<file path="src/mips_defines.svh">
`ifndef MIPS_DEFINES_SVH
`define MIPS_DEFINES_SVH

// Opcodes
`define OpRType 6'd0
`define OpBeq   6'd4
`define OpBne   6'd5
`define OpLw    6'd35
`define OpSw    6'd43
`define OpHalt  6'd63

// R-type funct codes
`define FnAdd 6'd32
`define FnSub 6'd34
`define FnAnd 6'd36
`define FnOr  6'd37
`define FnSlt 6'd42

// Widths and depths
`define DataWidth 32
`define ImemDepth 64
`define DmemDepth 64
`define AddrWidth 6

`endif

</file>
<file path="src/registerFile.sv">
`timescale 1ns/1ps
`include "mips_defines.svh"

module registerFile (
    input  logic                  clk,
    input  logic                  reset,
    input  logic                  writeEnable,
    input  logic [4:0]            readAddrA,
    input  logic [4:0]            readAddrB,
    input  logic [4:0]            writeAddr,
    input  logic [`DataWidth-1:0] writeData,
    output logic [`DataWidth-1:0] readDataA,
    output logic [`DataWidth-1:0] readDataB
);

    logic [`DataWidth-1:0] regs [32];

    always_ff @(posedge clk) begin
        if (reset) begin
            for (int i = 0; i < 32; i++) begin
                regs[i] <= '0;
            end
        end else if (writeEnable && writeAddr != 5'd0) begin
            regs[writeAddr] <= writeData;
        end
    end

    // $zero is hardwired
    assign readDataA = (readAddrA == 5'd0) ? '0 : regs[readAddrA];
    assign readDataB = (readAddrB == 5'd0) ? '0 : regs[readAddrB];

endmodule

</file>
<file path="config.mk">
export PLATFORM = sky130hd
export DESIGN_NAME = registerFile
export DESIGN_NICKNAME = d
export VERILOG_FILES = /design/src/registerFile.sv
export VERILOG_INCLUDE_DIRS = /design/src
export SDC_FILE = /design/constraint.sdc
export NUM_CORES = 2
export LEC_CHECK = 0
export ABC_CLOCK_PERIOD_IN_PS = 4200
export BUFFER_PORTS_ARGS = -buffer_cell sky130_fd_sc_hd__buf_2
export CAP_MARGIN = 10
export CORE_ASPECT_RATIO = 1.1
export CORE_MARGIN = 10
export CORE_UTILIZATION = 35
export CTS_CLUSTER_SIZE = 28
export DETAILED_ROUTE_END_ITERATION = 8
export GPL_TIMING_DRIVEN = 1
export SLEW_MARGIN = 20
export SYNTH_ARGS = -nofsm -noshare
export SYNTH_HDL_FRONTEND = slang
export SYNTH_SLANG_ARGS = --single-unit
</file>
<file path="constraint.sdc">
create_clock -name clk -period 4.2 [get_ports clk]
set_clock_uncertainty 0.05 [all_clocks]
set_input_delay 0 -clock clk [delete_from_list [all_inputs] [get_ports clk]]
set_output_delay 0 -clock clk [all_outputs]
set_load 0.01 [all_outputs]
</file>
Word level (Yosys, flattened, before mapping)
Memory sizes are Yosys's and may differ from the RTL's.
Index checks and enable logic that the tools add are counted.
- memory bits (writable): 1024
- output and inout port bits: 64
- register bits after elaboration: 0
- logic and storage cells: 16
- memories kept: 1
- input bits: 50
- memory list (memory ; depth ; bits a word ; read ports ; clocked after Yosys merged registers in ; write ports ; RTL line ; text):
    regs ; 32 ; 32 ; 2 ; 0 ; 32 ; registerFile.sv:16 ; logic [`DataWidth-1:0] regs [32];
- multiplexer cells: 10
- reductions and logical operators: 5
- operators with widths (kind ; count):
    $mux 32 ; 3
    $reduce_or 32->1 ; 1
    $logic_not 5->1 ; 2
    $mux 1 ; 6
    $mux 5 ; 1
    $reduce_bool 5->1 ; 1
    $logic_and 1x1->1 ; 1

Depth between registers and ports, before layout
- depth after elaboration: 7
- gate-level depth with buffers: 9
- gate-level depth less buffers: 4

Worst setup path before layout
No wires, ideal clock.
- kind: input to register
- start: in writeAddr[1]
- end: mem regs[12][0] (netlist name) (enable)
- required time: 3775 ps
- setup slack: 2229 ps
- stages: 4
- path buffers: 1
- data arrival time: 1546 ps
- library setup time: 375 ps
- cells stage by stage: or4b_2 clkbuf_1 nor2_1 or2_2
- RTL lines (item ; RTL line ; text):
    start: declaration ; registerFile.sv:10 ; input logic [4:0] writeAddr,
    end: declaration ; registerFile.sv:16 ;

==> metrics <==
vias in the first global route 34500; Cell Int Power 0.0187 W; initial antenna violation count 21; Port-buffer cells 113; switch share 24.9%; crit start category flop; power density over the cells 405 nW/um^2; Max Slew Vio Count 0; Tightest Hold Check Type in -> reg; Residual DRC 0; Main synth FF type edfxtp_1; f_max 301 MHz; Core Area 154000 sq um; outcome finished, final reports clean; antenna viol nets, final 0; relative slew slack 17.6%; final hold vios 0; endpoints failing setup 0; CTS buffer count 110; period utilisation layout 79.1%; WP data required 4150 ps; commonest cells in the netlist edfxtp_1 (1024), and2_1 (995), mux4_2 (472); actual slew at the worst max-slew pin 1220 ps; layout cells sized above 1 27.2%; Die Width 395 um; root buf cell clkbuf_16; sequential fraction of the synthesis area 56.7%; combinational cell fraction of total power 12.3%; Worst Hold End regs[19][5]; starting density of the core 35.2%; Max FO, Critical Path 2; Area Overhead vs Synth 12.9%; HP Start writeEnable; Die Area 171000 sq um; Crit-path slowest cell a2111oi_0; DRT Wirelength 187000 um; fillcell total 14000; sequential share of power 48.8%; aggregate global routing overflow 0; # Max-Cap Violations 0; largest cells by area after synthesis edfxtp_1 (57%), mux4_2 (20%), and2_1 (11%), mux2i_1 (2.8%), clkbuf_1 (1.9%); Reg with most FFs regs; crit-path cells mux4_2 > a22o_1 > a2111oi_0 > nor3_1 > buf_2; synthesized area 54300 sq um; I/O pin total 114; most frequent cell after synthesis edfxtp_1; net switching power 0.00619 W; Largest register FFs 1024; Die Span Y 433 um; routed len/inst 32.7 um; Avg Vias per Cell 5.98; Vias 34100; DRT iter0 DRCs 4357; Hold Path Depth 5; GPL Wtd Cong 0.854; Seq cells post-synth 1024; clock slew at reported path FFs 70 ps; worst vdd ir 0.000304 V; DP Wirelength 112000 um; Synth area leader edfxtp_1; worst-case clock buffer depth 3; crit-path max cell delay 850 ps; Mapped Avg Cell Area 15.5 sq um; Regs by FF count regs x1024; overall routing resource usage 21.3%; EDFF count, synth 1024; Core Rows 151; Synth top area share 56.7%; Netlist cell types 42; crit path time final 3320 ps; CTS tree done; cts repair resizes 0; worst path arrival time 3270 ps; WS Path Type reg -> out; setup tns final 0 ps; Leakage 20.9 nW; power share of the clock group 39.0%; Mapped Cells 3502; asr flop ratio synth 0%; largest net degree at the start of global routing 73; CTS sink count 1024; CTS H-tree lvls 3; CP endpoint kind output port; Final nets 3606; DR pass1 iterations 6; first-pass GRT wire length 263000 um; yosys warns 0; Final Util 39.8%; unrepaired setup endpoints after global routing no
placed cells by master (no fill, tap or decap), types with 9 or more instances in the layout:
| cell type | netlist | routed |
|---|---|---|
| a2111oi_0 | 14 | 14 |
| a2111oi_1 | 41 | 41 |
| a21oi_1 | 12 | 12 |
| a22o_1 | 51 | 51 |
| a22oi_1 | 16 | 16 |
| and2_1 | 995 | 994 |
| buf_12 | 0 | 28 |
| buf_2 | 46 | 107 |
| buf_4 | 38 | 125 |
| bufinv_16 | 0 | 12 |
| clkbuf_1 | 271 | 14 |
| clkbuf_16 | 0 | 113 |
| clkinv_1 | 0 | 32 |
| clkinv_2 | 0 | 17 |
| conb_1 | 1 | 32 |
| dlygate4sd3_1 | 0 | 33 |
| edfxtp_1 | 1024 | 1024 |
| mux2_2 | 30 | 30 |
| mux2i_1 | 150 | 150 |
| mux4_2 | 472 | 472 |
| nor2_2 | 0 | 9 |
| nor2_4 | 0 | 23 |
| nor2b_1 | 14 | 12 |
| nor3_1 | 54 | 54 |
| o22ai_1 | 103 | 103 |
| or2_2 | 33 | 31 |
worst max path at each step:
stage,startpoint,to,slack [ps],depth (start not counted)
6_report,regs[15][3],readDataB[3],880,5
3_5_place_dp,readAddrB[0],readDataB[10],1100,7
2_1_floorplan,writeAddr[1],regs[12][0],2230,4
3_3_place_gp,readAddrB[0],readDataB[10],1070,7
4_1_cts,regs[15][3],readDataB[3],880,5
5_1_grt,regs[10][3],readDataB[3],860,5
power groups by stage:
stage | sequential [W] | clock, W | combinational [W]
2_1_floorplan | 0.0122 | 0 | 0.00185
3_3_place_gp | 0.0123 | 0 | 0.00298
3_5_place_dp | 0.0123 | 0 | 0.00300
4_1_cts | 0.0121 | 0.00978 | 0.00304
5_1_grt | 0.0122 | 0.0102 | 0.00316
6_report | 0.0121 | 0.00968 | 0.00305
worst max-delay path: cells and delay by family (launching register included):
kind                   cells  cell delay (ps)
and+or+nand+nor            1              290
DFF                        1              400
AOI/OAI and AO/OA          2             1130
muxes                      1              490
buffers and inverters      1              240
metal layers:
layer / GRT usage (%) / share of wire [%]
met1: 28.1 / 38
met2: 33.9 / 47
met3: 4.70 / 10
met4: 9.18 / 4.8
met5: 0 / 0.028
area by class of cell:
class | instances | area [sq um] | area share, %
tap | 2065 | 2580 | 4.22
multi-input combinational | 2120 | 22000 | 36.0
inverter | 2 | 7.51 | 0.0123
sequential | 1024 | 30700 | 50.2
timing repair buffer | 298 | 2430 | 3.97
clock buffer | 127 | 2880 | 4.70
antenna | 3 | 7.51 | 0.0123
clock inverter | 63 | 581 | 0.947
what timing repair did:
| action | 4_1_cts | 5_1_grt |
|---|---|---|
| endpoints found under the hold margin | 1006 | 0 |
| setup buffers | 0 | 0 |
| hold buffers | 33 | 0 |
per-stage QoR:
step           std cells  hold WS [ps]  power [W]  instance area [sq um]  setup WS [ps]
2_1_floorplan       3533           148     0.0140                  54400           2230
3_3_place_gp        5475           583     0.0153                  57500           1070
3_5_place_dp        5476           591     0.0153                  57500           1100
4_1_cts             5699           139     0.0249                  61300            876
5_1_grt             5700           203     0.0255                  61300            856
6_report            5702           197     0.0248                  61300            878
cells by family (layout without fill, tap and decap cells):
group                  count (synthesis)  count (layout)  synth area share (%)
other                                  1              35               0.00691
muxes                                652             652                  23.0
DFF                                 1024            1024                  56.7
buffers and inverters                389             490                  3.35
AOI/OAI and AO/OA                    259             259                  3.65
and+or+nand+nor                     1177            1177                  13.3
(Power assumes the default switching activity.)
