## config.mk

```make
export PLATFORM = sky130hd
export DESIGN_NAME = dataMemory
export DESIGN_NICKNAME = d
export VERILOG_FILES = /design/src/dataMemory.sv
export VERILOG_INCLUDE_DIRS = /design/src
export SDC_FILE = /design/constraint.sdc
export NUM_CORES = 2
export LEC_CHECK = 0
export BUFFER_PORTS_ARGS = -buffer_cell sky130_fd_sc_hd__buf_2
export CORE_ASPECT_RATIO = 0.9
export CORE_UTILIZATION = 26
export CTS_CLUSTER_SIZE = 10
export DETAILED_ROUTE_END_ITERATION = 6
export PLACE_DENSITY = 0.51
export SLEW_MARGIN = 10
export SYNTH_ARGS = -nofsm -noshare
export SYNTH_HDL_FRONTEND = slang
export SYNTH_SLANG_ARGS = --single-unit
```

## constraint.sdc

```tcl
create_clock -name clk -period 3.42 [get_ports clk]
set_clock_uncertainty 0.1 [all_clocks]
set_input_delay 0.171 -clock clk [delete_from_list [all_inputs] [get_ports clk]]
set_output_delay 0.171 -clock clk [all_outputs]
set_load 0.01 [all_outputs]
```

## src/mips_defines.svh

```systemverilog
`ifndef MIPS_DEFINES_SVH
`define MIPS_DEFINES_SVH

// Opcodes
`define OpRType 6'd0
`define OpBeq   6'd4
`define OpBne   6'd5
`define OpLw    6'd35
`define OpSw    6'd43
`define OpHalt  6'd63

// R-type funct codes
`define FnAdd 6'd32
`define FnSub 6'd34
`define FnAnd 6'd36
`define FnOr  6'd37
`define FnSlt 6'd42

// Widths and depths
`define DataWidth 32
`define ImemDepth 64
`define DmemDepth 64
`define AddrWidth 6

`endif

```

## src/dataMemory.sv

```systemverilog
`timescale 1ns/1ps
`include "mips_defines.svh"

module dataMemory (
    input  logic                  clk,
    input  logic                  loadWrite,
    input  logic [`AddrWidth-1:0] loadAddr,
    input  logic [`DataWidth-1:0] loadData,
    input  logic                  coreWrite,
    input  logic [`AddrWidth-1:0] coreAddr,
    input  logic [`DataWidth-1:0] coreData,
    output logic [`DataWidth-1:0] readData
);

    logic [`DataWidth-1:0] mem [`DmemDepth];

    // Load port only writes while the core is idle
    always_ff @(posedge clk) begin
        if (loadWrite) begin
            mem[loadAddr] <= loadData;
        end else if (coreWrite) begin
            mem[coreAddr] <= coreData;
        end
    end

    assign readData = mem[coreAddr];

endmodule

```

**Word level (Yosys, flattened, before mapping)**

Memories as Yosys holds them, arrays and structs flattened.
Index checks and enable logic that the tools add are counted.
W data, S select, Z words.

- Multiplexer cells: 8
- Reductions and logical operators: 1

Operators with widths:

| kind | number |
|---|---|
| $mux W32 | 1 |
| $reduce_or A32 Y1 | 1 |
| $mux W1 | 6 |
| $mux W6 | 1 |

- Output and inout port bits: 32
- Logic and storage cells: 10
- Bits in writable memories: 2048
- Bits of input ports: 79
- Register bits after elaboration: 0
- Memories: 1

Memory list:

| memory | depth | bits a word | rd ports | clocked after memory_dff | write ports | line | text |
|---|---|---|---|---|---|---|---|
| mem | 64 | 32 | 1 | 0 | 1 | dataMemory.sv:15 | `` logic [`DataWidth-1:0] mem [`DmemDepth]; `` |

**Logic depth before layout (Yosys ltp)**

- Depth after elaboration: 5
- Gate-level depth with buffers: 9
- Gate-level depth less buffers: 4

**Worst setup path before layout**

No wires, ideal clock.

- Path type: in2reg
- Start point: input port coreAddr[0]
- End point: memory mem[20][0] in the netlist's numbering, enable pin
- Arrival: 3.002 ns
- Slack: -0.104 ns
- Buffers on the path: 4
- Setup time: 0.421 ns
- Stages on the path: 8
- Data required time: 2.899 ns
- Cells stage by stage: buf_2 -> buf_6 -> buf_6 -> buf_2 -> or4b_1 -> o31ai_1 -> nand2_1 -> nor2_1

- Cells in the longest elaborated chain, start to end: 1

Ends and longest elaborated chain:

| what | line | text |
|---|---|---|
| from (decl) | dataMemory.sv:10 | `` input logic [`AddrWidth-1:0] coreAddr, `` |
| $mux W6 (no source line) | - |  |
| to (decl) | dataMemory.sv:15 |  |

Every way passes these cells.

**Final worst setup path**

- Start point: memory mem[60][21] in the netlist's numbering
- End point: output port readData[21]

- Cells in the longest elaborated chain, start to end: 1

Ends and longest elaborated chain:

| what | line | text |
|---|---|---|
| $mem_v2 Z64 W32 | - |  |
| to (decl) | dataMemory.sv:12 | `` output logic [`DataWidth-1:0] readData `` |

Every way passes these cells.

==> key figures <==
Clock tree
  – H-tree Lvls: 4
  – Clock sinks: 2,048
  – # Post-CTS Setup Buffers: 0
  – CTS tree: done
  – Clock root cell: clkbuf_16
  – Clk slew on worst S/H paths: 60 ps
  – Total CTS buffers: 224
  – Clk buf depth: 3

Cells and area
  – Layout cells sized above 1: 0.328
  – Largest Register: mem
  – # fillers: 28,200
  – Largest register FFs: 2,048
  – Finished Layout Cells: 7,766
  – Largest registers: mem: 2048 flops
  – Multi-input logic area: 16,300 um^2
  – Area growth syn-to-layout: 18.4%
  – Layout Nets: 3,874
  – Reg area: 61,500 um^2

Timing
  – Final min period: 3280 ps
  – RSZ-0062 raised after global routing: no
  – Setup Viol. Count Final: 0
  – Slew margin rel.: 0.219
  – Final hold vios: 0
  – F_max: 305 MHz
  – Setup TNS: 0 ps
  – Slew Viols, Final: 0
  – Worst slew pin tran: 1170 ps
  – Final period util: 0.959

Floorplan
  – Die Ht: 522 um
  – Core area: 298,000 um^2
  – Die W: 580 um
  – Cell row count: 190
  – Top Ports: 111
  – Die area: 303,000 um^2
  – Initial Util: 0.262

Hold path
  – Worst-case hold path end point: mem[41][26]
  – Worst hold start: loadData[26]
  – Hold WC Path Type: in2reg
  – WHS Path Cells: 3

GRT
  – Aggregate global routing overflow: 0
  – Vias in the first global route: 38,900
  – Largest net degree at the start of global routing: 103
  – Total Routing Usage GR: 0.145
  – First-pass GRT wire length: 310,000 um
  – Initial antenna violation count: 14

Synth
  – Yosys warning count: 0
  – Flops & latches, synth: 2,048
  – Post-synth cell types: 38
  – Post-synth ARST share: 0
  – Syn Area/Cell: 23.4 um^2
  – Post-synth EDFFs: 2,048
  – Synth Instances: 3,349
  – Post-synth net total: 3,428
  – Top FF cell, synth: edfxtp_1
  – Post-synthesis sequential area ratio: 0.786
  – Syn Std Cell Area: 78,200 um^2

Worst setup path
  – Slowest stage delay, CP: 690 ps
  – CP endpoint kind: output port
  – Setup crit start kind: flip-flop
  – CP cell instances: mux4_2 > a22oi_1 > a21oi_1 > or4_1 > buf_2
  – Worst-path fanout max: 1
  – CP required: 3150 ps
  – Slowest cell on crit path: or4_1
  – Crit Path Category: reg2out
  – Worst EP arrival: 3010 ps

Placed design
  – Port-buffer cells: 110
  – DPL Wire Length: 129,000 um
  – Placed insts: 7,480
  – Placer Congestion: 0.776

Route
  – Routed WL per cell: 28.6 um
  – Drt first pass iters: 5
  – Drt drc: 0
  – Vias: 37,700
  – Final WL: 222,000 um
  – Vias per std cell: 4.86
  – DRT iter0 DRCs: 3,894
  – Remaining antenna violation count: 0

Run status
  – Status: finished, final reports clean

Pwr
  – Leak: 0.0284 uW
  – Max rail drop VDD: 0.409 mV
  – Pwr Density: 569 nW/um^2

Run
  – Max_cap viols: 0
-- synth_stat cells, types with 22 or more instances --
| cell | n | area, um^2 |
|---|---|---|
| mux4_2 | 512 | 11500 |
| nor2_1 | 73 | 274 |
| o211a_1 | 26 | 260 |
| mux2i_1 | 70 | 701 |
| buf_2 | 65 | 325 |
| clkbuf_1 | 79 | 297 |
| o221ai_1 | 55 | 482 |
| mux2_2 | 40 | 450 |
| nand3_1 | 60 | 300 |
| a22oi_1 | 126 | 946 |
| a21oi_1 | 65 | 325 |
| nand2_1 | 22 | 82.6 |
| edfxtp_1 | 2048 | 61500 |
| buf_1 | 22 | 82.6 |
-- power breakdown --
| part | internal (uW) | total (uW) | switching [uW] |
|---|---|---|---|
| Sequential | 28200 | 28200 | 61.9 |
| Clock | 11800 | 21000 | 9240 |
| Combinational | 1210 | 3400 | 2190 |
-- final cells by class --
| cell class | instances | share of cell area |
|---|---|---|
| Sequential cell | 2048 | 0.664 |
| Multi-Input combinational cell | 1112 | 0.176 |
| Clock buffer | 240 | 0.0619 |
| Tap cell | 3936 | 0.0532 |
| Timing Repair Buffer | 407 | 0.0409 |
| Clock inverter | 15 | 0.00305 |
| Antenna cell | 6 | 0.000162 |
| Inverter | 2 | 0.0000811 |
-- worst max-delay path: cells and delay by family (launching register included) --
| family | cells | cell delay, ps |
|---|---|---|
| muxes | 1 | 450 |
| and+or+nand+nor | 1 | 690 |
| AOI/OAI and AO/OA | 2 | 440 |
| buffers and inverters | 1 | 210 |
| DFF | 1 | 370 |
-- cells in the final DEF, fill, tap and decap left out, drive strengths merged --
cell type | netlist | layout
a21oi | 65 | 65
a211o | 3 | 3
nor2 | 73 | 73
clkbuf | 79 | 240
o31ai | 1 | 1
nand4bb | 2 | 2
o221ai | 55 | 55
a31oi | 3 | 3
dlygate4sd3 | 0 | 25
o22ai | 3 | 3
o21a | 2 | 2
nand2 | 22 | 22
or2 | 2 | 2
or3 | 1 | 1
a21o | 3 | 3
buf | 108 | 382
mux4 | 512 | 512
o21ai | 3 | 3
nand3b | 5 | 5
inv | 2 | 10
mux2i | 70 | 70
o211a | 26 | 26
and2 | 3 | 3
or3b | 4 | 4
a22oi | 126 | 126
nor2b | 7 | 7
nand3 | 60 | 60
or4 | 3 | 3
edfxtp | 2048 | 2048
a221o | 3 | 3
diode | 0 | 6
clkinv | 0 | 6
a221oi | 3 | 3
nand2b | 10 | 10
or4b | 1 | 1
mux2 | 40 | 40
o31a | 1 | 1
bufinv | 0 | 1
-- worst max path at each step --
| stage | startpoint | to | slack [ps] | cells past startpoint |
|---|---|---|---|---|
| after floorplan | coreAddr[0] | mem[20][0] | -100 | 8 |
| after global placement | coreAddr[1] | mem[56][15] | 120 | 8 |
| after detailed placement | coreAddr[1] | mem[56][26] | 210 | 8 |
| after CTS | mem[60][21] | readData[21] | 20 | 5 |
| after global routing | mem[32][6] | readData[6] | 6 | 5 |
| final | mem[60][21] | readData[21] | 140 | 5 |
-- logic make-up (layout without fill, tap and decap cells) --
family / Yosys count / count (layout) / synth area share
buffers and inverters: 189 / 664 / 0.0114
AOI/OAI and AO/OA: 297 / 297 / 0.0282
other: 0 / 6 / 0
and+or+nand+nor: 193 / 193 / 0.0119
muxes: 622 / 622 / 0.162
DFF: 2048 / 2048 / 0.786
-- metal layers --
metal,GRT usage,vias to the layer above,wire (um)
met5,0,-,0
met1,0.204,21000,98600
li1,-,15300,-
met4,0.0295,0,3770
met2,0.238,1173,108000
met3,0.0219,242,11900
-- per-stage QoR --
step	cell area (um^2)	power [uW]	setup slack [ps]	utilization	hold slack (ps)
after floorplan	78200	30500	-104	-	562
after global placement	86300	32200	115	0.289	826
after detailed placement	86300	32200	206	0.289	838
after CTS	92600	53200	21.5	0.310	0.424
after global routing	92600	54200	5.80	0.310	33.6
final	92600	52700	139	0.310	29.0
-- what timing repair did --
item / CTS / global route
hold buffers: 25 / 0
setup endpoints to repair: 1 / 0
gates resized for setup: 1 / 0
hold endpoints to repair: 446 / 0
Note: power is estimated with default switching activity, not from simulation.
