$ cat src/mips_defines.svh
`ifndef MIPS_DEFINES_SVH
`define MIPS_DEFINES_SVH

// Opcodes
`define OpRType 6'd0
`define OpBeq   6'd4
`define OpBne   6'd5
`define OpLw    6'd35
`define OpSw    6'd43
`define OpHalt  6'd63

// R-type funct codes
`define FnAdd 6'd32
`define FnSub 6'd34
`define FnAnd 6'd36
`define FnOr  6'd37
`define FnSlt 6'd42

// Widths and depths
`define DataWidth 32
`define ImemDepth 64
`define DmemDepth 64
`define AddrWidth 6

`endif

$ cat src/mipsPkg.sv
`include "mips_defines.svh"

package mipsPkg;

    // ******************************
    // Instruction word views
    // ******************************
    typedef struct packed {
        logic [5:0] opcode;
        logic [4:0] rs;
        logic [4:0] rt;
        logic [4:0] rd;
        logic [4:0] shamt;
        logic [5:0] funct;
    } rFormatT;

    typedef struct packed {
        logic [5:0]  opcode;
        logic [4:0]  rs;
        logic [4:0]  rt;
        logic [15:0] imm;
    } iFormatT;

    typedef union packed {
        rFormatT rFormat;
        iFormatT iFormat;
    } instrWord;

    // ALUOp classes from the main decoder
    typedef enum logic [1:0] {
        AluAdd    = 2'b00,
        AluSub    = 2'b01,
        AluFunct  = 2'b10,
        AluSubNot = 2'b11
    } aluOpKind;

    typedef enum logic [2:0] {
        FuncAdd,
        FuncSub,
        FuncAnd,
        FuncOr,
        FuncSlt
    } aluFunc;

endpackage

$ cat src/alu.sv
`timescale 1ns/1ps
`include "mips_defines.svh"

module alu import mipsPkg::*; (
    input  aluOpKind                aluOp,
    input  logic [5:0]              funct,
    input  logic [`DataWidth-1:0]   a,
    input  logic [`DataWidth-1:0]   b,
    output logic [`DataWidth-1:0]   result,
    output logic                    zero
);

    aluFunc func;

    // ALU control
    always_comb begin
        case (aluOp)
            AluAdd:    func = FuncAdd;
            AluSub:    func = FuncSub;
            AluSubNot: func = FuncSub;
            default: begin
                case (funct)
                    `FnSub:  func = FuncSub;
                    `FnAnd:  func = FuncAnd;
                    `FnOr:   func = FuncOr;
                    `FnSlt:  func = FuncSlt;
                    default: func = FuncAdd;
                endcase
            end
        endcase
    end

    always_comb begin
        result = '0;
        case (func)
            FuncSub: result = a - b;
            FuncAnd: result = a & b;
            FuncOr:  result = a | b;
            FuncSlt: result[0] = $signed(a) < $signed(b);
            default: result = a + b;
        endcase
    end

    assign zero = (result == '0);

endmodule

$ cat config.mk
export PLATFORM = sky130hd
export DESIGN_NAME = alu
export DESIGN_NICKNAME = d
export VERILOG_FILES = /design/src/mipsPkg.sv /design/src/alu.sv
export VERILOG_INCLUDE_DIRS = /design/src
export SDC_FILE = /design/constraint.sdc
export NUM_CORES = 1
export LEC_CHECK = 0
export ABC_AREA = 1
export BUFFER_PORTS_ARGS = -buffer_cell sky130_fd_sc_hd__buf_2
export CAP_MARGIN = 20
export CORE_MARGIN = 2
export CORE_UTILIZATION = 45
export DETAILED_ROUTE_END_ITERATION = 7
export PLACE_DENSITY = 0.68
export SYNTH_ARGS = -nofsm -noshare
export SYNTH_HDL_FRONTEND = slang
export SYNTH_SLANG_ARGS = --single-unit
$ cat constraint.sdc
create_clock -name vclk -period 2.2
set_input_delay 0.22 -clock vclk [all_inputs]
set_output_delay 0.22 -clock vclk [all_outputs]
set_load 0.02 [all_outputs]
# Word level (Yosys, flattened, before mapping)
# Cells that the tools add are included.
dict set report totals {
  out_inout_bits 33
  elab_cells 22
  register_bits 0
  input_bits 72
}
dict set report classes {
  reduce_logical 3
  n_mux 4
  add_sub_neg 2
  magnitude_cmp 1
  n_eq_ne 10
  bitwise 2
}
# cell n
set op_table {}
lappend op_table {{$pmux 31 s4} 1}
lappend op_table {{$add 32x32->32} 1}
lappend op_table {{$and 32x32->32} 1}
lappend op_table {{$logic_not 32->1} 1}
lappend op_table {{$lt 32x32->1} 1}
lappend op_table {{$or 32x32->32} 1}
lappend op_table {{$sub 32x32->32} 1}
lappend op_table {{$eq 6x6->1 const B} 4}
lappend op_table {{$pmux 3 s4} 1}
lappend op_table {{$eq 3x2->1 const B} 2}
lappend op_table {{$pmux 3 s2} 1}
lappend op_table {{$pmux 1 s4} 1}
lappend op_table {{$eq 3x1->1 const B} 1}
lappend op_table {{$eq 3x3->1 const B} 1}
lappend op_table {{$eq 2x1->1 const B} 1}
lappend op_table {{$eq 2x2->1 const B} 1}
lappend op_table {{$logic_not 2->1} 1}
lappend op_table {{$reduce_or 2->1} 1}

# Logic depth before layout (Yosys ltp)
dict set report depth {
  depth_word 6
  depth_mapped 22
  depth_no_buf 21
}

# Worst setup path before layout
# OpenSTA, ideal clock, no wires.
dict set report synth_timing {
  kind {input to output}
  from {input a[0]}
  to {output zero}
  stages 17
  setup_slack_ns -0.425
  arrival_ns 2.405
  n_path_buf 0
  required_time_ns 1.980
  cell_sequence {ha_1 -> fa_1 -> nand3_1 -> nand3_1 -> nand2_1 -> nand2_1 -> nand2_1 -> nand3_1 -> nand2_1 -> nand2_1 -> nand2_1 -> nand3_1 -> nor2_1 -> nand2_1 -> nor2_1 -> nand2_1 -> nor2_1}
}
dict set report synth_via {
  elab_chain_len 3
  elab_cells_between_ends 8
  classes_between {2 x add/sub; 1 x order compare; 2 x mux; 2 x bitwise; 1 x reduce/logical}
}
# item line
set synth_lines {}
lappend synth_lines {{start: declaration} alu.sv:7} ;# input logic [`DataWidth-1:0] a,
lappend synth_lines {{$add 32x32->32 / $sub 32x32->32 (equally long branches)} {alu.sv:40, alu.sv:36}}
lappend synth_lines {{$pmux 31 s4 *} alu.sv:35} ;# case (func)
lappend synth_lines {{via result[24]} alu.sv:9} ;# output logic [`DataWidth-1:0] result,
lappend synth_lines {{$logic_not 32->1 *} alu.sv:44} ;# assign zero = (result == '0);
lappend synth_lines {{end: declaration} alu.sv:10} ;# output logic zero
# Mark *: on every way through the listed nets, which the timed path passes. The rest lies on a longest branch.

# Worst setup path after layout
dict set report layout_timing {
  from {input a[19]}
  to {output result[24]}
}
dict set report layout_via {
  elab_chain_len 2
  elab_cells_between_ends 3
  classes_between {2 x add/sub; 1 x mux}
}
# item line
set layout_lines {}
lappend layout_lines {{$add 32x32->32 / $sub 32x32->32 (equally long branches)} {alu.sv:40, alu.sv:36}}
lappend layout_lines {{$pmux 31 s4 *} alu.sv:35}
lappend layout_lines {{end: declaration} alu.sv:9}
# Mark *: on every way between the ends. The rest lies on a longest branch, timed or not.

==> flow_results.org <==
** Run status
- The run finished, with violations left.
- The checks that failed: design-rule violations, negative setup slack.

** Yosys
- Post-synth top area share :: around 28%
- sky130_fd_sc_hd__nand2_1 takes more of the synthesized area than any other cell.
- Summing the sequential cell areas from Yosys gives 0% of the chip area.
- Synthesized area divided by synthesized cell count :: 4.94 um2
- Post-synthesis cell type count :: 35
- In this run the cell area of the synthesized design comes to 6790 um2.
- Mapped Nets :: between 1,500 and 2,000
- Cell types with the largest area share after synthesis :: sky130_fd_sc_hd__nand2_1 28%, sky130_fd_sc_hd__inv_1 19%, sky130_fd_sc_hd__ha_1 18%
- Synthesis produced roughly 1,400 cells.
- During synthesis, Yosys emitted a total of 0 warnings.

** Critical path
- Start-to-end type of the worst setup path :: in2out
- Data on the critical path arrives at its endpoint at 2.86 ns.
- Number of buffers and inverters on the critical path :: 10
- The worst setup path is captured at an output port.
- Most common cell on crit path :: sky130_fd_sc_hd__buf_4
- Grouping stages by cell kind, the critical path spends the most delay in buffers and inverters.
- For the worst setup path, the data required time is around 2 ns.
- The worst setup path is launched from an input port.
- For this design, the slowest cell found on the critical path is sky130_fd_sc_hd__a21oi_1.
- The critical path goes through buf_2 -> inv_2 -> ha_4 -> buf_4 -> nand2_2 -> inv_1 -> nand2_1 -> nand2_1 -> buf_4 -> a21oi_1 -> nand3_1 -> nand2_1 -> nand2_1 -> nand2_1 -> nand3_2 -> buf_4 -> buf_4 -> buf_4 -> buf_4 -> buf_6.
- On the worst path, the slowest cell contributes a delay of 0.28 ns.
- Top fanout value on the critical path :: 3

** Run
- Max-cap violations in this run came to 0.

** Routing
- Average wire length per cell after detail routing :: 22.8 um
- The pre-antenna-repair detailed-routing pass consisted of 8 iterations.
- Post-detailed-route count of antenna-violating nets :: 0
- Overall via count from detail_route :: 12,161
- Number of design-rule violations left by the first detailed-router iteration :: 1,768
- Dividing the detail-routed via count by the number of cells gives 6.10.
- Routed WL :: 45.4 mm
- For this run, design rule violations remaining after detail routing come to 9.

** Floorplanning
- In this run the count of I/O pins placed on the die edge is 105.
- Starting density of the core :: 46.4%
- Die Height :: 127 um
- Measured along the x axis, the die boundary spans 127 um.
- After floorplanning, the core was divided into 44 placement rows.
- Core outline area :: roughly 15,000 um2
- The die covers 16,100 um2.

** Power
- IR analysis of the VDD net gives a maximum drop of 0.245 mV.
- Total power :: 4.35 mW
- The analysis attributes to cell leakage a power of 7.41 nW.
- For this design the ratio of total power to cell area is between 300 and 400 nW/um2.

** Clock network
- Number of buffers inserted by hold repair at cts :: 0

** Global route
- Entering global routing, the biggest net connects 28 pins.
- The number of antenna violations at the first check in global routing came to 2.
- Global routing used a little over a third of the available tracks.
- The first global-routing pass estimated 46.6 mm of wire.
- For this run the aggregate overflow at the end of global routing stands at 0.
- The via count of the first global-routing pass was 9,614.

** STA
- Final number of hold-violating endpoints :: 0
- Setup repair after global routing could not meet its margin everywhere.
- The routed design could run at a clock period as short as 3.08 ns.
- Setup violations remaining at the end of the flow were counted as 33.
- Period utilization :: 140%
- Normalized max-slew margin :: 75.3%
- Static timing analysis puts the maximum clock frequency at approximately 320 MHz.
- Count of pins over their slew limit :: 0
- Setup slack on the critical path of the routed design comes to -0.880 ns.
- Actual transition at the worst max-transition pin :: 0.370 ns

** Layout
- In the final layout, flip-flops and latches occupy 0 um2.
- The repair_antennas step left the layout with diodes totalling 0.
- Number of clock buffers in the layout :: 0
- Most frequent cells in the layout :: 314 x sky130_fd_sc_hd__buf_4, 304 x sky130_fd_sc_hd__nand2_1, 228 x sky130_fd_sc_hd__inv_1, 154 x sky130_fd_sc_hd__nand2_2, 101 x sky130_fd_sc_hd__inv_2
- From synthesis to final layout, the design area changed by 93.9%.
- In the finished design the tool counted flip-flops and latches totalling 0.
- Most common library cell in the layout ignoring fill and taps :: sky130_fd_sc_hd__buf_4
- In the final layout, the share of cells above drive strength 1 is between 50% and 60%.
- For this run, the post-layout net count is 1,982.

** Placement
- Worst-case setup slack after placement :: -0.792 ns
- The wire-length estimate of the detail-placed layout is 24.0 mm.
- Input and output buffers added on the ports amount to 105.
- RePlAce Congestion :: 1.05

** Worst hold path
- In this run the worst hold path is classified as in2out.
## final timing paths
kind / start / endpoint / slack (ns) / cells after the start
worst max-delay path: a[19] / result[24] / -0.88 / 20
worst min-delay path: a[5] / result[5] / 1.09 / 6
## per-layer routing
metal  wire (um)  GRT usage (%)  share of wire, %
met1       14600           48.9                32
met5          13              0             0.029
met2       18800           61.1                41
met3        7000           6.24                15
met4        4980           5.95                11
## power by group
part	internal, mW	switching [mW]
Clock	0	0
Combinational	1.86	2.49
Sequential	0	0
Total	1.86	2.49
## Yosys cell counts (3+ instances only)
library cell                 n
sky130_fd_sc_hd__nand2_1   510
sky130_fd_sc_hd__inv_1     342
sky130_fd_sc_hd__nor2_1    111
sky130_fd_sc_hd__nand3_1    99
sky130_fd_sc_hd__ha_1       96
sky130_fd_sc_hd__a21oi_1    34
sky130_fd_sc_hd__o22ai_1    23
sky130_fd_sc_hd__buf_4      18
sky130_fd_sc_hd__nand4_1    18
sky130_fd_sc_hd__xor2_1     18
sky130_fd_sc_hd__o21ai_0    17
sky130_fd_sc_hd__buf_2      11
sky130_fd_sc_hd__nand3b_1   11
sky130_fd_sc_hd__nor2_2     10
sky130_fd_sc_hd__nor3_1      8
sky130_fd_sc_hd__buf_6       7
sky130_fd_sc_hd__nor3_2      5
sky130_fd_sc_hd__and2_1      4
sky130_fd_sc_hd__nand2_2     4
sky130_fd_sc_hd__o21bai_1    4
sky130_fd_sc_hd__inv_2       3
sky130_fd_sc_hd__nand3_2     3
sky130_fd_sc_hd__or2_2       3
## cell families after synthesis
logic type,after synthesis,share of synthesized area [%]
AOI/OAI and AO/OA,83,6.93
xor gates and xnor gates,19,2.45
adders and majority gates,98,18.3
buffers and inverters,383,23.2
and+or+nand+nor,792,49.1
## metrics by stage
stage / setup TNS (ns) / util (%) / hold slack (ns) / cell area [um2] / std cells
after floorplan: -0.0852 / - / 0.747 / 7260 / 1375
after global placement: -6.50 / 68.3 / 1.14 / 10000 / 1922
after detailed placement: -6.75 / 68.3 / 1.14 / 10000 / 1922
after CTS: -2.82 / 77.0 / 1.13 / 11300 / 1956
after global routing: -12.21 / 89.9 / 1.13 / 13200 / 1994
final: -10.19 / 89.9 / 1.09 / 13200 / 1994
## repair_timing
item	CTS	global route
gates resized for setup	291	462
buffers inserted	35	48
hold endpoints to repair	0	0
cloned	0	3
setup endpoints to repair	29	33
pin swaps	104	157
## layout make-up
type / count / area (um2)
Inverter: 346 / 1360
Timing Repair Buffer: 472 / 4000
Fill cell: 718 / 1480
Multi-Input combinational cell: 992 / 7570
Tap cell: 184 / 230
(Power assumes the default switching activity.)
