### src/mips_defines.svh
`ifndef MIPS_DEFINES_SVH
`define MIPS_DEFINES_SVH

// Opcodes
`define OpRType 6'd0
`define OpBeq   6'd4
`define OpBne   6'd5
`define OpLw    6'd35
`define OpSw    6'd43
`define OpHalt  6'd63

// R-type funct codes
`define FnAdd 6'd32
`define FnSub 6'd34
`define FnAnd 6'd36
`define FnOr  6'd37
`define FnSlt 6'd42

// Widths and depths
`define DataWidth 32
`define ImemDepth 64
`define DmemDepth 64
`define AddrWidth 6

`endif

### src/mipsPkg.sv
`include "mips_defines.svh"

package mipsPkg;

    // ******************************
    // Instruction word views
    // ******************************
    typedef struct packed {
        logic [5:0] opcode;
        logic [4:0] rs;
        logic [4:0] rt;
        logic [4:0] rd;
        logic [4:0] shamt;
        logic [5:0] funct;
    } rFormatT;

    typedef struct packed {
        logic [5:0]  opcode;
        logic [4:0]  rs;
        logic [4:0]  rt;
        logic [15:0] imm;
    } iFormatT;

    typedef union packed {
        rFormatT rFormat;
        iFormatT iFormat;
    } instrWord;

    // ALUOp classes from the main decoder
    typedef enum logic [1:0] {
        AluAdd    = 2'b00,
        AluSub    = 2'b01,
        AluFunct  = 2'b10,
        AluSubNot = 2'b11
    } aluOpKind;

    typedef enum logic [2:0] {
        FuncAdd,
        FuncSub,
        FuncAnd,
        FuncOr,
        FuncSlt
    } aluFunc;

endpackage

### src/mainControl.sv
`timescale 1ns/1ps
`include "mips_defines.svh"

module mainControl import mipsPkg::*; (
    input  logic [5:0] opcode,
    output logic       regWrite,
    output logic       regDst,
    output logic       memRead,
    output logic       memWrite,
    output logic       memToReg,
    output logic       branch,
    output logic       branchNot,
    output logic       aluSrc,
    output logic       halt,
    output aluOpKind   aluOp
);

    always_comb begin
        // No-op unless the opcode says otherwise
        regWrite  = 1'b0;
        regDst    = 1'b0;
        memRead   = 1'b0;
        memWrite  = 1'b0;
        memToReg  = 1'b0;
        branch    = 1'b0;
        branchNot = 1'b0;
        aluSrc    = 1'b0;
        halt      = 1'b0;
        aluOp     = AluSubNot;

        case (opcode)
            `OpRType: begin
                regDst   = 1'b1;
                regWrite = 1'b1;
                aluOp    = AluFunct;
            end
            `OpBeq: begin
                branch = 1'b1;
                aluOp  = AluSub;
            end
            `OpBne: begin
                branch    = 1'b1;
                branchNot = 1'b1;
                aluOp     = AluSubNot;
            end
            `OpLw: begin
                memRead  = 1'b1;
                memToReg = 1'b1;
                aluSrc   = 1'b1;
                regWrite = 1'b1;
                aluOp    = AluAdd;
            end
            `OpSw: begin
                memWrite = 1'b1;
                aluSrc   = 1'b1;
                aluOp    = AluAdd;
            end
            `OpHalt: begin
                halt = 1'b1;
            end
            default: begin
            end
        endcase
    end

endmodule

### config.mk
export PLATFORM = sky130hd
export DESIGN_NAME = mainControl
export DESIGN_NICKNAME = d
export VERILOG_FILES = /design/src/mipsPkg.sv /design/src/mainControl.sv
export VERILOG_INCLUDE_DIRS = /design/src
export SDC_FILE = /design/constraint.sdc
export NUM_CORES = 1
export LEC_CHECK = 0
export ABC_AREA = 0
export BUFFER_PORTS_ARGS = -buffer_cell sky130_fd_sc_hd__buf_2
export CAP_MARGIN = 10
export CORE_AREA = 10 10 47 49
export DETAILED_ROUTE_END_ITERATION = 6
export DIE_AREA = 0 0 57 59
export MAX_ROUTING_LAYER = met4
export PLACE_DENSITY = 0.34
export SETUP_SLACK_MARGIN = 0.05
export SYNTH_ARGS = -nofsm -noshare
export SYNTH_HDL_FRONTEND = slang
export SYNTH_SLANG_ARGS = --single-unit
### constraint.sdc
create_clock -name vclk -period 0.8
set_input_delay 0.04 -clock vclk [all_inputs]
set_output_delay 0.04 -clock vclk [all_outputs]
set_load 0.02 [all_outputs]
* Word level (Yosys, flattened, before mapping)
Cells that the tools add are included.
Storage, ports and cells: register bits after elaboration 0, latch bits 0, memory bits (writable) 0, memory bits (read-only) 0, input bits 6, logic and storage cells 18, memories kept 0
Cells by class: $add $sub $neg 0, multiply operators 0, div/mod/pow operators 0, magnitude comparators 0, equality and inequality tests 5, shifts and indexed selects 0, multiplexer cells 9, bitwise operators 0, reductions and logical operators 4
Operator list (count):
- 6-bit equality test, second input constant | 3
- 6-bit by 3-bit equality test with 1-bit output, second input constant | 2
- 1-bit two-way mux | 8
- 6-bit zero test | 1
- 2-bit one-hot mux with 3 select lines | 1
- 2-bit OR reduction | 3

* Depth between registers and ports, before layout
Gate-level depths: netlist of run 1.
word-level depth 3, depth in mapped cells 3, mapped depth without buffers 2

* Worst setup path before layout of run 1
OpenSTA, ideal clock, no wires.
path type in2out, start in opcode[2], end out memToReg, data arrival time 1054 ps, data required time 760 ps, setup slack -294 ps, cell stages on the path 3, path buffers 1, cell sequence nand3b_1 -> nor3_1 -> buf_4
Between the ends: word-level cells in the longest chain between the ends 2
RTL lines:
- from (decl) | line mainControl.sv:5 | input logic [5:0] opcode,
- 6-bit equality test
- 1-bit two-way mux
- to (decl) | line mainControl.sv:10 | output logic memToReg,
No other way between the ends.

* Worst setup path in the final report of run 1
start in opcode[2], end out memToReg
Between the ends: word-level cells in the longest chain between the ends 2
RTL lines:
- 6-bit equality test | line mainControl.sv:31 | case (opcode)
- 1-bit two-way mux | line mainControl.sv:31
No other way between the ends.

==> impl_metrics.env, run 1 <==
export IMPL_p_switching_mw=0.0783
export IMPL_cp_end_kind="output port"
export IMPL_fin_ws_ps=-24.7
export IMPL_grt_max_degree=6
export IMPL_syn_to_final_growth_pct=207
export IMPL_grt_pass1_wl_microns=1210
export IMPL_synth_simple_area_share_pct=75.2
export IMPL_finalWirelength_microns=764
export IMPL_endpoint="memToReg"
export IMPL_synthCells=23
export IMPL_synth_nets=29
export IMPL_drv_cap=0
export IMPL_vias=259
export IMPL_p_clk_share_pct=0
export IMPL_critPathKind="input port to output port"
export IMPL_post_route_drc_count=0
export IMPL_power_leakage_nw=0.202
export IMPL_drt_pass1_iterations=1
export IMPL_critPathBufInv=2
export IMPL_core_area_sq_um=1400
export IMPL_finalCritPeriodShare_pct=103
export IMPL_num_antenna_cells=0
export IMPL_place_area_sq_um=308
export IMPL_fmax_mhz=1210
export IMPL_viasPerCell=4.18
export IMPL_slew_headroom_pct=82.5
export IMPL_dp_slack_ps=-91.8
export IMPL_yosys_cell_count_top_type="nor2_1"
export IMPL_die_area_sq_um=3360
export IMPL_post_dp_hpwl_microns=626
export IMPL_worst_pin_slew_ps=261
export IMPL_io_pins=17
export IMPL_worst_path_stages=4
export IMPL_drt_initial_drc_count=0
export IMPL_ant_nets=0
export IMPL_grt_pass1_vias=289
export IMPL_setup_viol=4
export IMPL_wl_per_cell_microns=12.3
export IMPL_synth_top_cell_area_share_pct=13.3
export IMPL_vdd_drop_max_uv=172
export IMPL_path_delay_family="simple AND/OR/NAND/NOR gates"
export IMPL_initial_core_util_pct=10.1
export IMPL_drive_gt1_share_pct=76.1
export IMPL_yosysSeqAreaShare_pct=0
export IMPL_synth_commonest_cells="5 x nor2_1, 3 x nor3_1"
export IMPL_outcome="complete, but fails checks"
export IMPL_gp_congestion=0.687
export IMPL_power_mw=0.168
export IMPL_internal_power_mw=0.0898
export IMPL_rsz0062_at_grt="true"
export IMPL_syn_area_sq_um=141
export IMPL_startpoint="opcode[2]"
export IMPL_syn_area_per_cell_sq_um=6.15
export IMPL_clkbuf_count=0
export IMPL_hold_path_class="input port to output port"
export IMPL_critPathMaxFanout=4
export IMPL_final_seq_area_sq_um=0
export IMPL_synth_compound_area_share_pct=16.8
export IMPL_synth_xor_area_share_pct=0
export IMPL_muxShareOfSynthArea_pct=0
export IMPL_ctsHoldBuffers=0
export IMPL_synth_distinct_cells=17
export IMPL_synth_top_cell_by_area="nor2_1"
export IMPL_crit_required_ps=760
export IMPL_rows=14
export IMPL_die_h_microns=59
export IMPL_power_density_nw_per_um2=387
export IMPL_min_period_ps=825
export IMPL_violations="negative setup slack"
export IMPL_cp_arrival_ps=780
export IMPL_postCtsSetupRepairBufs=0
export IMPL_nets=54
export IMPL_power_share_switching_pct=46.6
export IMPL_seqPwrFrac_pct=0
export IMPL_cp_start_kind="input port"
export IMPL_yosysWarnings=0
export IMPL_synth_top_family_by_area="simple AND/OR/NAND/NOR gates"
export IMPL_port_buffers=17
export IMPL_fillCellCount=160
export IMPL_synthAdderAreaFrac_pct=0
export IMPL_power_share_combinational_pct=100.0
export IMPL_cp_cell_sequence="buf_6 > nand3b_1 > nor3_4 > buf_4"
export IMPL_crit_path_top_delay_cell="nand3b_1"
export IMPL_track_usage_pct=4.18
export IMPL_die_width_microns=57
export IMPL_grt_ovfl_total=0
export IMPL_hold_viol_final=0
export IMPL_fin_area_sq_um=434
export IMPL_synth_area_top_cells="nor2_1 13%, nor3_1 11%, nor4_2 8.8%"
export IMPL_slowest_delay_ps=270
export IMPL_antenna_found_initial=0
export IMPL_design_seq_count=0
export IMPL_final_max_slew_viol_count=0
==> power by group through the flow <==
stage / Clock (mW) / Sequential (mW) / Combinational (mW)
final: 0 / 0 / 0.168
after CTS: 0 / 0 / 0.164
after global placement: 0 / 0 / 0.118
after detailed placement: 0 / 0 / 0.116
after global routing: 0 / 0 / 0.181
after floorplan: 0 / 0 / 0.0437
==> cell usage in the layout (no fill, tap or decap), types with 2 or more instances in the layout <==
| cell | netlist | routed |
|---|---|---|
| nor2_4 | 0 | 2 |
| buf_4 | 1 | 12 |
| and3_4 | 0 | 2 |
| nor2_1 | 5 | 2 |
| buf_8 | 0 | 2 |
| nor3_2 | 0 | 2 |
| buf_2 | 0 | 2 |
| buf_6 | 0 | 8 |
==> timing repair <==
action	CTS	global route
pin swaps	6	2
endpoints found under the setup margin	10	10
resized for setup	32	5
==> area by class of cell <==
class | instances | area, sq um | area share [%]
tap | 16 | 20.0 | 4.61
inverter | 1 | 3.75 | 0.865
timing repair buffer | 24 | 220 | 50.7
multi-input combinational | 21 | 190 | 43.8
==> layer usage <==
metal,GRT usage (%),share of wire (%)
met1,5.70,43
met2,6.05,42
met3,1.50,15
met4,0,0
met5,-,0
==> stage by stage <==
stage / hold slack, ps / setup TNS, ps / std cells / utilization, %
6_report: 454 / -79.3 / 62 / 31.0
5_1_grt: 476 / -419 / 62 / 31.0
4_1_cts: 463 / -157 / 62 / 29.7
3_5_place_dp: 479 / -461 / 62 / 22.0
3_3_place_gp: 486 / -537 / 62 / 22.0
2_1_floorplan: 117 / -38.1 / 23 / -
==> worst min-delay path by stage <==
stage               startpoint      end  slack (ps)  cells past startpoint
floorplan            opcode[3]  memRead         120                      1
global placement     opcode[4]     halt         490                      4
global route         opcode[3]     halt         480                      4
detailed placement   opcode[4]     halt         480                      4
CTS                  opcode[3]     halt         460                      4
finish               opcode[3]     halt         450                      4
==> kinds of logic (layout without fill, tap and decap cells) <==
family,after synthesis,after routing
AO/OA/AOI/OAI,3,3
buffers and inverters,2,25
AND/OR/NAND/NOR,18,18
(Power assumes the default switching activity.)
==> run 2: changes to the inputs <==
Settings changed: CORE_AREA 10 10 47 49 to 8 8 45 47, DIE_AREA 0 0 57 59 to 0 0 53 55, SETUP_SLACK_MARGIN 0.05 to 0.1.
==> run 2 against run 1 <==
The flow still finishes with violations (negative setup slack). Die area fell by 13%. Core utilization fell by 0.060 points. Maximum frequency fell by 0.66%. Sequential share of layout area did not move. Combinational power fell by 2%. Hold slack got worse by 25 ps. Sequential cell count did not move. Setup slack got worse by 5.5 ps. Routed wire length fell by 4.8%. Critical path type unchanged. Largest power group unchanged. Highest routed layer unchanged.
==> impl_metrics.env, run 2 (synthesis results as in run 1) <==
export IMPL_setup_viol=4
export IMPL_grt_busiest_layer="met1"
export IMPL_finalCritPeriodShare_pct=104
export IMPL_cp_cell_sequence="buf_6 > nand3b_1 > nor3_4 > buf_4"
export IMPL_slew_headroom_pct=82.7
export IMPL_ctsHoldBuffers=0
export IMPL_cp_end_kind="output port"
export IMPL_fin_ws_ps=-30.2
export IMPL_holdPathStages=4
export IMPL_final_max_slew_viol_count=0
export IMPL_vdd_drop_max_uv=147
export IMPL_cp_arrival_ps=790
export IMPL_drt_pass1_iterations=1
export IMPL_slowest_delay_ps=270
export IMPL_drv_cap=0
export IMPL_violations="negative setup slack"
export IMPL_grt_ovfl_total=0
export IMPL_gp_congestion=0.603
export IMPL_drive_gt1_share_pct=74.4
export IMPL_final_seq_area_sq_um=0
export IMPL_critPathBufInv=2
export IMPL_tns_ps=-82.4
export IMPL_grt_use_met1_pct=7.25
export IMPL_post_route_drc_count=0
export IMPL_use_met2_pct=6.64
export IMPL_viasPerCell=4.24
export IMPL_power_mw=0.164
export IMPL_port_buffers=17
export IMPL_power_leakage_nw=0.197
export IMPL_ant_nets=0
export IMPL_power_density_nw_per_um2=384
export IMPL_antenna_found_initial=0
export IMPL_fillCellCount=152
export IMPL_fmax_mhz=1200
export IMPL_io_pins=17
export IMPL_hold_path_class="input port to output port"
export IMPL_critPathMaxFanout=4
export IMPL_die_h_microns=55
export IMPL_hold_slack_ps=430
export IMPL_min_period_ps=830
export IMPL_path_delay_family="simple AND/OR/NAND/NOR gates"
export IMPL_num_antenna_cells=0
export IMPL_rows=14
export IMPL_track_usage_pct=4.72
export IMPL_hp_start="opcode[0]"
export IMPL_initial_core_util_pct=10.2
export IMPL_most_common_layout_cells="10 x buf_4, 7 x buf_6, 3 x nor2_1"
export IMPL_vias=250
export IMPL_grt_pass1_wl_microns=1130
export IMPL_multiInputGateArea_sq_um=195
export IMPL_wl_per_cell_microns=12.3
export IMPL_nets=51
export IMPL_crit_path_top_delay_cell="nand3b_1"
export IMPL_clkbuf_count=0
export IMPL_worst_pin_slew_ps=258
export IMPL_met3_usage_pct=0.535
export IMPL_drt_initial_drc_count=0
export IMPL_critPathKind="input port to output port"
export IMPL_hold_viol_final=0
export IMPL_finalWirelength_microns=727
export IMPL_rsz0062_at_grt="true"
export IMPL_die_width_microns=53
export IMPL_fin_util_pct=30.9
export IMPL_syn_to_final_growth_pct=203
export IMPL_post_dp_hpwl_microns=540
export IMPL_crit_required_ps=760
export IMPL_cp_start_kind="input port"
export IMPL_design_seq_count=0
export IMPL_outcome="complete, but fails checks"
export IMPL_grt_pass1_vias=263
export IMPL_final_common_cell="buf_4"
export IMPL_die_area_sq_um=2920
export IMPL_core_area_sq_um=1380
export IMPL_hold_end="halt"
export IMPL_grt_max_degree=7
-- run 2: cell types whose count changed in the layout (fill, tap and decap cells not counted), sizes merged --
cell,change
buf,-3
-- run 2: worst min-delay path, delay by kind of cell --
family / cells / cell delay [ps]
simple gates: 2 / 90
buf+inv: 2 / 250
-- run 2: per-stage QoR --
| stage | instances | cell area [sq um] | setup WS (ps) |
|---|---|---|---|
| finish | 59 | 428 | -30.2 |
| global placement | 58 | 278 | -107 |
| floorplan | 23 | 158 | -38.1 |
| detailed placement | 58 | 278 | -104 |
| global route | 59 | 428 | -124 |
| CTS | 58 | 393 | -32.4 |
-- run 2: power by group --
group	leakage, nW	internal, mW	switching, mW	total, mW
registers	0	0	0	0
logic	0.197	0.0866	0.0777	0.164
clock network	0	0	0	0
-- run 2: timing repair --
item | CTS | global route
endpoints found under the setup margin | 10 | 10
resized for setup | 34 | 7
setup buffers | 0 | 1
pin swaps | 6 | 8
-- run 2: worst max-delay path by stage --
stage,start,cells past startpoint,slack [ps],endpoint
floorplan,opcode[2],3,-40,memToReg
finish,opcode[2],4,-30,memToReg
detailed placement,opcode[0],4,-100,regDst
global placement,opcode[0],4,-110,regDst
global route,opcode[2],4,-120,memToReg
CTS,opcode[2],4,-30,memToReg
-- run 2: area by class of cell --
cell class                      instances  share of cell area [%]
Inverter                                1                   0.877
Tap cell                               16                    4.68
Multi-Input combinational cell         21                    45.6
Timing Repair Buffer                   21                    48.8
-- run 2: metal layers --
metal	vias up	part of all wire (%)	wire, microns
met5	-	0	0
met4	0	0	0
met3	0	12	89
met2	15	39	283
met1	111	49	354
li1	124	-	-
